## src/rtl/id_pkg.sv

```systemverilog
// shared widths, opcodes and stage buses of the decode stage, compiled ahead of the rtl
package id_pkg;

  localparam int XLEN        = 64;
  localparam int INST_WD     = 32;
  localparam int GPR_ADDR_WD = 5;

  // rv64i major opcodes kept by the decoder
  localparam logic [6:0] OPC_LUI    = 7'b0110111;
  localparam logic [6:0] OPC_AUIPC  = 7'b0010111;
  localparam logic [6:0] OPC_JAL    = 7'b1101111;
  localparam logic [6:0] OPC_JALR   = 7'b1100111;
  localparam logic [6:0] OPC_BRANCH = 7'b1100011;
  localparam logic [6:0] OPC_LOAD   = 7'b0000011;
  localparam logic [6:0] OPC_STORE  = 7'b0100011;
  localparam logic [6:0] OPC_OP_IMM = 7'b0010011;
  localparam logic [6:0] OPC_OP     = 7'b0110011;

  typedef logic [XLEN-1:0]        xlen_t;
  typedef logic [XLEN-1:0]        pc_t;
  typedef logic [INST_WD-1:0]     inst_t;
  typedef logic [GPR_ADDR_WD-1:0] gpr_addr_t;
  typedef logic [3:0]             alu_op_t;  // {funct7[5], funct3}
  typedef logic [2:0]             mem_op_t;  // load/store funct3

  typedef struct packed {
    inst_t inst;
    pc_t   pc;
  } fs_to_ds_t;

  typedef struct packed {
    logic      wen;
    gpr_addr_t waddr;
    xlen_t     wdata;
  } wb_to_rf_t;

  // rd of 0 means nothing to forward
  typedef struct packed {
    gpr_addr_t rd;
    xlen_t     result;
  } bypass_t;

  typedef struct packed {
    logic    src1_pc;
    logic    src2_imm;
    alu_op_t alu_op;
    logic    gpr_wen;
    logic    mem_ren;
    logic    mem_wen;
    mem_op_t mem_op;
    logic    br_en;
    logic    jal;
    logic    jalr;
    logic    invalid;
  } id_ctrl_t;

  typedef struct packed {
    logic      load_sel;
    xlen_t     rs1_data;
    xlen_t     rs2_data;
    xlen_t     imm;
    pc_t       pc;
    gpr_addr_t rd;
    id_ctrl_t  ctrl;
  } ds_to_es_t;

  typedef struct packed {
    logic stall;
    logic taken;
    pc_t  target;
  } br_bus_t;

endpackage

```

## src/rtl/id_branch_unit.sv

```systemverilog
// branch/jump resolution in decode, drives taken and target of the branch bus to fetch
`timescale 1ns/1ps

module id_branch_unit (
  input  logic             i_valid,
  input  id_pkg::id_ctrl_t i_ctrl,
  input  logic [2:0]       i_funct3,
  input  id_pkg::pc_t      i_pc,
  input  id_pkg::xlen_t    i_imm,
  input  id_pkg::xlen_t    i_rs1_data,
  input  id_pkg::xlen_t    i_rs2_data,
  output logic             o_taken,
  output id_pkg::pc_t      o_target
);
  import id_pkg::*;

  logic eq;
  logic lt;
  logic ltu;
  logic cond;
  pc_t  jalr_sum;

  assign eq  = (i_rs1_data == i_rs2_data);
  assign lt  = ($signed(i_rs1_data) < $signed(i_rs2_data));
  assign ltu = (i_rs1_data < i_rs2_data);

  always_comb begin
    case (i_funct3)
      3'b000:  cond = eq;    // beq
      3'b001:  cond = !eq;   // bne
      3'b100:  cond = lt;    // blt
      3'b101:  cond = !lt;   // bge
      3'b110:  cond = ltu;   // bltu
      3'b111:  cond = !ltu;  // bgeu
      default: cond = 1'b0;
    endcase
  end

  assign o_taken = i_valid && (i_ctrl.jal || i_ctrl.jalr || (i_ctrl.br_en && cond));

  assign jalr_sum = i_rs1_data + i_imm;
  // jalr drops bit 0
  assign o_target = i_ctrl.jalr ? {jalr_sum[XLEN-1:1], 1'b0} : i_pc + i_imm;

endmodule

```

## src/rtl/id_decoder.sv

```systemverilog
// combinational rv64i decoder, instantiated by the decode stage on the held instruction
`timescale 1ns/1ps

module id_decoder (
  input  id_pkg::inst_t     i_inst,
  output id_pkg::gpr_addr_t o_rs1,
  output id_pkg::gpr_addr_t o_rs2,
  output id_pkg::gpr_addr_t o_rd,
  output id_pkg::xlen_t     o_imm,
  output id_pkg::id_ctrl_t  o_ctrl,
  output logic              o_load_sel
);
  import id_pkg::*;

  logic [6:0] opcode;
  logic [2:0] funct3;
  logic       alt;
  xlen_t      imm_i;
  xlen_t      imm_s;
  xlen_t      imm_b;
  xlen_t      imm_u;
  xlen_t      imm_j;

  assign opcode = i_inst[6:0];
  assign funct3 = i_inst[14:12];
  assign alt    = i_inst[30];  // funct7 bit 5

  assign imm_i = {{(XLEN-12){i_inst[31]}}, i_inst[31:20]};
  assign imm_s = {{(XLEN-12){i_inst[31]}}, i_inst[31:25], i_inst[11:7]};
  assign imm_b = {{(XLEN-13){i_inst[31]}}, i_inst[31], i_inst[7], i_inst[30:25],
                  i_inst[11:8], 1'b0};
  assign imm_u = {{(XLEN-32){i_inst[31]}}, i_inst[31:12], 12'b0};
  assign imm_j = {{(XLEN-21){i_inst[31]}}, i_inst[31], i_inst[19:12], i_inst[20],
                  i_inst[30:21], 1'b0};

  assign o_rd       = i_inst[11:7];
  assign o_load_sel = (opcode == OPC_LOAD);

  always_comb begin
    o_ctrl = '0;
    o_imm  = '0;
    o_rs1  = i_inst[19:15];
    o_rs2  = '0;  // only reported where rs2 is a real source
    case (opcode)
      OPC_LUI: begin
        o_rs1           = '0;  // x0 + imm
        o_imm           = imm_u;
        o_ctrl.src2_imm = 1'b1;
        o_ctrl.gpr_wen  = 1'b1;
      end
      OPC_AUIPC: begin
        o_imm           = imm_u;
        o_ctrl.src1_pc  = 1'b1;
        o_ctrl.src2_imm = 1'b1;
        o_ctrl.gpr_wen  = 1'b1;
      end
      OPC_JAL: begin
        o_imm           = imm_j;
        o_ctrl.src1_pc  = 1'b1;
        o_ctrl.src2_imm = 1'b1;
        o_ctrl.gpr_wen  = 1'b1;
        o_ctrl.jal      = 1'b1;
      end
      OPC_JALR: begin
        o_imm           = imm_i;
        o_ctrl.src2_imm = 1'b1;
        o_ctrl.gpr_wen  = 1'b1;
        o_ctrl.jalr     = 1'b1;
      end
      OPC_BRANCH: begin
        o_imm        = imm_b;
        o_rs2        = i_inst[24:20];
        o_ctrl.br_en = 1'b1;
      end
      OPC_LOAD: begin
        o_imm           = imm_i;
        o_ctrl.src2_imm = 1'b1;
        o_ctrl.gpr_wen  = 1'b1;
        o_ctrl.mem_ren  = 1'b1;
        o_ctrl.mem_op   = funct3;
      end
      OPC_STORE: begin
        o_imm           = imm_s;
        o_rs2           = i_inst[24:20];
        o_ctrl.src2_imm = 1'b1;
        o_ctrl.mem_wen  = 1'b1;
        o_ctrl.mem_op   = funct3;
      end
      OPC_OP_IMM: begin
        o_imm           = imm_i;
        o_ctrl.src2_imm = 1'b1;
        o_ctrl.gpr_wen  = 1'b1;
        // srli/srai carry the alternate bit, other immediates do not
        o_ctrl.alu_op   = (funct3 == 3'b101) ? {alt, funct3} : {1'b0, funct3};
      end
      OPC_OP: begin
        o_rs2          = i_inst[24:20];
        o_ctrl.gpr_wen = 1'b1;
        o_ctrl.alu_op  = {alt, funct3};
      end
      default: begin
        o_ctrl.invalid = 1'b1;  // all enables stay clear
      end
    endcase
  end

endmodule

```

## src/rtl/id_gpr_file.sv

```systemverilog
// general register file of the decode stage, two async read ports and the write-back port
`timescale 1ns/1ps

module id_gpr_file (
  input  logic              i_clk,
  input  id_pkg::gpr_addr_t i_raddr1,
  input  id_pkg::gpr_addr_t i_raddr2,
  output id_pkg::xlen_t     o_rdata1,
  output id_pkg::xlen_t     o_rdata2,
  input  id_pkg::wb_to_rf_t i_wr
);
  import id_pkg::*;

  xlen_t regs [1:31];  // no storage for x0

  always_ff @(posedge i_clk) begin
    if (i_wr.wen && (i_wr.waddr != '0)) begin
      regs[i_wr.waddr] <= i_wr.wdata;
    end
  end

  // no write-through, a write shows up the cycle after its edge
  assign o_rdata1 = (i_raddr1 == '0) ? '0 : regs[i_raddr1];
  assign o_rdata2 = (i_raddr2 == '0) ? '0 : regs[i_raddr2];

endmodule

```

## src/rtl/id_operand_bypass.sv

```systemverilog
// source operand forwarding from ex/mem/wb and load-use detection for the decode stage
`timescale 1ns/1ps

module id_operand_bypass (
  input  id_pkg::gpr_addr_t i_rs1,
  input  id_pkg::gpr_addr_t i_rs2,
  input  id_pkg::xlen_t     i_rf_data1,
  input  id_pkg::xlen_t     i_rf_data2,
  input  id_pkg::bypass_t   i_es,
  input  id_pkg::bypass_t   i_ms,
  input  id_pkg::bypass_t   i_ws,
  input  logic              i_es_load_sel,
  output id_pkg::xlen_t     o_rs1_data,
  output id_pkg::xlen_t     o_rs2_data,
  output logic              o_load_stall
);
  import id_pkg::*;

  // youngest producer wins
  function automatic xlen_t fwd_sel(
    input gpr_addr_t rs,
    input xlen_t     rf_data,
    input bypass_t   es,
    input bypass_t   ms,
    input bypass_t   ws
  );
    return (es.rd != '0 && es.rd == rs) ? es.result :
           (ms.rd != '0 && ms.rd == rs) ? ms.result :
           (ws.rd != '0 && ws.rd == rs) ? ws.result :
                                          rf_data;
  endfunction

  assign o_rs1_data = fwd_sel(i_rs1, i_rf_data1, i_es, i_ms, i_ws);
  assign o_rs2_data = fwd_sel(i_rs2, i_rf_data2, i_es, i_ms, i_ws);

  // load result only exists once it reaches mem
  assign o_load_stall = i_es_load_sel && ((i_es.rd == i_rs1) || (i_es.rd == i_rs2));

endmodule

```

## src/rtl/id_stage.sv

```systemverilog
// decode stage top, holds the fetch word and feeds execute with valid/allowin flow control
`timescale 1ns/1ps

module id_stage (
  input  logic              i_clk,
  input  logic              i_rst_n,
  input  logic              i_fs_to_ds_valid,
  input  id_pkg::fs_to_ds_t i_fs_to_ds,
  output logic              o_ds_allowin,
  input  logic              i_es_allowin,
  output logic              o_ds_to_es_valid,
  output id_pkg::ds_to_es_t o_ds_to_es,
  output id_pkg::br_bus_t   o_br_bus,
  input  id_pkg::wb_to_rf_t i_wb_to_rf,
  input  logic              i_es_load_sel,
  input  id_pkg::bypass_t   i_es_bypass,
  input  id_pkg::bypass_t   i_ms_bypass,
  input  id_pkg::bypass_t   i_ws_bypass
);
  import id_pkg::*;

  logic      ds_valid;
  logic      ds_ready_go;
  fs_to_ds_t ds_word;
  gpr_addr_t rs1;
  gpr_addr_t rs2;
  gpr_addr_t rd;
  xlen_t     imm;
  id_ctrl_t  ctrl;
  logic      load_sel;
  xlen_t     rf_rdata1;
  xlen_t     rf_rdata2;
  xlen_t     rs1_data;
  xlen_t     rs2_data;
  logic      load_stall;
  logic      br_taken;
  pc_t       br_target;

  assign ds_ready_go      = !load_stall;
  assign o_ds_allowin     = !ds_valid || (ds_ready_go && i_es_allowin);
  assign o_ds_to_es_valid = ds_valid && ds_ready_go;

  always_ff @(posedge i_clk) begin
    if (!i_rst_n) begin
      ds_valid <= 1'b0;
    end else if (o_ds_allowin) begin
      ds_valid <= i_fs_to_ds_valid;
    end
  end

  always_ff @(posedge i_clk) begin
    if (i_fs_to_ds_valid && o_ds_allowin) begin
      ds_word <= i_fs_to_ds;  // held until execute takes it
    end
  end

  id_decoder u_decoder (
    .i_inst     (ds_word.inst),
    .o_rs1      (rs1),
    .o_rs2      (rs2),
    .o_rd       (rd),
    .o_imm      (imm),
    .o_ctrl     (ctrl),
    .o_load_sel (load_sel)
  );

  id_gpr_file u_gprs (
    .i_clk    (i_clk),
    .i_raddr1 (rs1),
    .i_raddr2 (rs2),
    .o_rdata1 (rf_rdata1),
    .o_rdata2 (rf_rdata2),
    .i_wr     (i_wb_to_rf)
  );

  id_operand_bypass u_bypass (
    .i_rs1         (rs1),
    .i_rs2         (rs2),
    .i_rf_data1    (rf_rdata1),
    .i_rf_data2    (rf_rdata2),
    .i_es          (i_es_bypass),
    .i_ms          (i_ms_bypass),
    .i_ws          (i_ws_bypass),
    .i_es_load_sel (i_es_load_sel),
    .o_rs1_data    (rs1_data),
    .o_rs2_data    (rs2_data),
    .o_load_stall  (load_stall)
  );

  id_branch_unit u_bru (
    .i_valid    (ds_valid),
    .i_ctrl     (ctrl),
    .i_funct3   (ds_word.inst[14:12]),
    .i_pc       (ds_word.pc),
    .i_imm      (imm),
    .i_rs1_data (rs1_data),
    .i_rs2_data (rs2_data),
    .o_taken    (br_taken),
    .o_target   (br_target)
  );

  assign o_ds_to_es = '{
    load_sel: load_sel,
    rs1_data: rs1_data,
    rs2_data: rs2_data,
    imm:      imm,
    pc:       ds_word.pc,
    rd:       rd,
    ctrl:     ctrl
  };

  // stall tells fetch the target rests on a pending load
  assign o_br_bus = '{
    stall:  br_taken & load_stall,
    taken:  br_taken,
    target: br_target
  };

endmodule
```

## config.mk

```make
export PLATFORM = sky130hd
export DESIGN_NAME = id_stage
export DESIGN_NICKNAME = d
export VERILOG_FILES = /design/src/rtl/id_pkg.sv /design/src/rtl/id_branch_unit.sv /design/src/rtl/id_decoder.sv /design/src/rtl/id_gpr_file.sv /design/src/rtl/id_operand_bypass.sv /design/src/rtl/id_stage.sv
export SDC_FILE = /design/constraint.sdc
export NUM_CORES = 2
export LEC_CHECK = 0
export BUFFER_PORTS_ARGS = -buffer_cell sky130_fd_sc_hd__buf_4
export CORE_MARGIN = 10
export CORE_UTILIZATION = 60
export DETAILED_ROUTE_END_ITERATION = 10
export PLACE_DENSITY = 0.79
export SLEW_MARGIN = 20
export SYNTH_ARGS = -nofsm -noshare
export SYNTH_HDL_FRONTEND = slang
export SYNTH_HIERARCHICAL = 1
export SYNTH_SLANG_ARGS = --single-unit
```

## constraint.sdc

```tcl
create_clock -name i_clk -period 8.5 [get_ports i_clk]
set_clock_uncertainty 0.05 [all_clocks]
set_input_delay 0.425 -clock i_clk [delete_from_list [all_inputs] [get_ports i_clk]]
set_output_delay 0.425 -clock i_clk [all_outputs]
set_load 0.005 [all_outputs]
```

==> impl_results.md <==
- Status: finished with violations
- Failing checks: negative setup slack
- Fin crit share: 1.00
- Slowest stage delay, CP: around 0.64 ns
- Antenna viol nets, final: 0
- Ys flop type: edfxtp_1
- Share of cells above drive strength 1: 0.236
- Cells after synthesis: 7998
- Mean Syn Cell Area: around 14 µm²
- Count leader, synth: edfxtp_1
- Worst path cell trace: nor3b_2 > buf_4 > nand3_4 > and2_4 > buf_4 > buf_12 > xor2_1 > or3_1 > nor2_4 > buf_4 > o2bb2ai_2 > ha_1 > nand4_2 > or3_1 > or3_4 > a311oi_2 > o21ai_2 > a31oi_4 > o21ai_2 > a21oi_1 > nor2_1 > xnor2_1 > mux2_2 > buf_4
- Clk_lat worst skew: between 0.8 and 0.9 ns
- Min-Delay Path Class: in2reg
- Routed WL: 459000 µm
- Post-Syn Area: ~110000 µm²
- Final core occ: 0.701
- Fin crit period: about 8.5 ns
- I/O Pins: 724
- TritonRoute pass-1 iters: 9
- Htree depth: 4
- Overflow after GRT: 0
- Die extent in x: 452 µm
- Synth area leader: edfxtp_1
- Async S/R FF share, synth: 0
- Vias per inst: ~7.5
- Clk root buf: clkbuf_16
- Sequential share of the synthesized area: 0.559
- Synth top area share: 0.558
- Max-Cap Viols: 0
- CP most frequent cell: buf_4
- Worst slew pin tran: roughly 1.3 ns
- Post-DP HPWL: a little under 300000 µm
- Setup slack after layout: -0.0128 ns
- DIE HEIGHT: 452 µm
- DR DRC count: 0
- Power Dens Cells: around 190 nW/µm²
- Synth cell count leaders: 2080 x edfxtp_1, 1086 x mux2i_1, 440 x mux4_2
- WP data required: 8.03 ns
- Via Count: slightly below 90000
- Starting Density: 0.603
- Initial DRC count: around 15000
- Mapped Nets: approximately 8600
- Sink Count: about 2100
- First-pass GRT wire length: roughly 630000 µm
- Nature of the critical path endpoint: output pin
- Post-Synth Adder-Cell Area: 0.0215
- Port buffer count: between 700 and 800
- Post-synthesis mux area share: 0.189
- Syn-to-layout area delta: 16.3%
- Fmax: between 0.1 and 0.15 GHz
- Post-Layout Cell Count: approximately 11000
- Design area: 130000 µm²
- Main combinational cell family by area after synthesis: multiplexers
- Yosys warns: 6
- Vias in the first global route: between 80000 and 90000
- Post-synth EDFFs: ~2100
- Clock tree from TritonCTS: built
- RSZ-0062 raised after global routing: yes
- CTS Buffer Depth: 3
- Critical path buffers and inverters: 5
- Post-synthesis simple-gate area fraction: 0.0436
- Slowest cell on the critical path: nor2_4
- Worst-path clk slew: about 0.060 ns
- Setup violators final: 1
- Startpoint Class: register
- Multi-input gate area: 45500 µm²
- Die area: 204000 µm²
- Max VDD drop: about 220 µV
- Initial antenna violation count: 61
- Hold Crit Depth: 2
- Top cells by area, synth: edfxtp_1 56%, mux2i_1 9.7%, mux4_2 8.9%
- Setup total negative slack: -0.0128 ns
- NumNets Final: around 9400
- Type of the worst setup path: reg2out
- WL/cell: roughly 40 µm
- #FFs+latches synth: ~2100
- CP delay by family, top: simple AND/OR/NAND/NOR gates
- Crit-path max FO: between 40 and 50
- Final Max Slew Viols: 0
- Placed instance count: approximately 11000
- Synth Area in XOR/XNOR: 0.0117
- Core Footprint: approximately 190000 µm²
- Clock buffer count from CTS: around 200
- GPL Wtd Cong: 1.07
- FF+latch area: between 60000 and 70000 µm²
- Hold Violations, Final: 0
- Rel. slew slack: 0.163
- Largest net degree at the start of global routing: approximately 130
- Yosys cell types: 103
- Path depth of the worst reg2reg path: 11
- DP Area: between 100000 and 150000 µm²
- Post-synthesis compound-gate area fraction: 0.133
- Row count: 158
- GRT Resource Usage Total: 0.429
- Crit path DAT: approximately 8 ns
- Pleak: between 40 and 50 nW
- Levels on crit path: 24
- Pwr Total: around 24 mW
- FILL cells: around 12000
==> flip-flops by register name, summed over array words and instances (netlist names) <==
register	flops
ds_valid	1
ds_word	32
o_ds_to_es	64
u_gprs/regs	1984
==> per-stage QoR <==
step / hold slack [ns] / worst slack, ns
after floorplan: 0.465 / 2.36
after global placement: 0.554 / 0.183
after detailed placement: 0.554 / 0.0368
after CTS: 0.187 / 0.00351
after global routing: 0.228 / -0.0714
final: 0.241 / -0.0128
==> cells in the final DEF, fill, tap and decap left out, types with 29 or more instances in the layout <==
cell type | synthesis | layout
mux4_2 | 440 | 440
inv_1 | 230 | 229
a21oi_1 | 345 | 343
a211o_1 | 34 | 34
buf_12 | 1 | 56
nand2_1 | 413 | 410
o21ai_1 | 32 | 33
xnor2_1 | 93 | 93
a22oi_1 | 368 | 368
nor2_4 | 3 | 38
a221oi_1 | 31 | 31
nand4_1 | 58 | 58
clkinv_1 | 0 | 44
clkbuf_1 | 282 | 38
nor2b_1 | 58 | 51
nor3_1 | 65 | 63
nor2_1 | 247 | 212
diode_2 | 0 | 29
a21o_1 | 141 | 141
o221a_1 | 128 | 128
nand3_1 | 45 | 44
ha_1 | 189 | 188
buf_4 | 157 | 1058
o221ai_1 | 37 | 31
mux2i_1 | 1086 | 1086
o2bb2ai_1 | 128 | 102
a211oi_1 | 142 | 139
xor2_1 | 57 | 57
a22o_1 | 114 | 114
a32o_1 | 65 | 58
clkbuf_16 | 0 | 211
dlygate4sd3_1 | 1 | 162
edfxtp_1 | 2080 | 2080
clkinv_2 | 0 | 37
a31oi_1 | 75 | 64
mux2_2 | 30 | 30
o21ai_0 | 272 | 271
==> where the power goes <==
part	internal, mW	total, mW	switching (mW)	leakage [nW]
Sequential	11.4	11.6	0.117	18.8
Clock	5.21	9.32	4.10	3.31
Combinational	1.33	3.53	2.20	23.4
==> area by class of cell <==
| cell class | count | share of cell area |
|---|---|---|
| inverter | 230 | 0.00664 |
| clock buffer | 246 | 0.0411 |
| multi-input combinational | 4980 | 0.350 |
| antenna | 29 | 0.000558 |
| sequential | 2081 | 0.480 |
| tap | 2480 | 0.0239 |
| clock inverter | 138 | 0.0117 |
| timing repair buffer | 1302 | 0.0860 |
==> metal layers <==
metal | GRT usage | wire (µm) | share of wire | up-vias
met4 | 0.260 | 35200 | 0.077 | 52
met2 | 0.641 | 200000 | 0.44 | 8155
met3 | 0.169 | 72600 | 0.16 | 1970
li1 | - | - | - | 33735
met5 | 0.00583 | 527 | 0.0011 | -
met1 | 0.524 | 151000 | 0.33 | 42592
==> cells by family (layout without fill, tap and decap cells) <==
family	Yosys count	count (layout)
xor gates and xnor gates	150	150
buffers and inverters	947	1916
DFF	2081	2081
AOI/OAI and AO/OA	2039	2039
other	0	29
muxes	1556	1556
and+or+nand+nor	1034	1044
adders and majority gates	191	191
==> final timing paths <==
check | endpoint | slack (ns) | startpoint
worst max register to register | ds_word[71] | 3.35 | ds_word[67]
worst min register to register | o_ds_to_es[53] | 1.08 | ds_valid
worst max-delay path | o_br_bus[60] | -0.01 | ds_word[67]
worst min-delay path | ds_word[72] | 0.24 | i_fs_to_ds[72]
==> what timing repair did <==
item,4_1_cts,5_1_grt
pin swaps,10,8
gates cloned,6,8
gates resized for setup,44,69
hold endpoints to repair,2081,0
buffers inserted,43,31
endpoints found under the setup margin,44,37
hold buffers,162,0
Power figures use the tool's default switching activity.
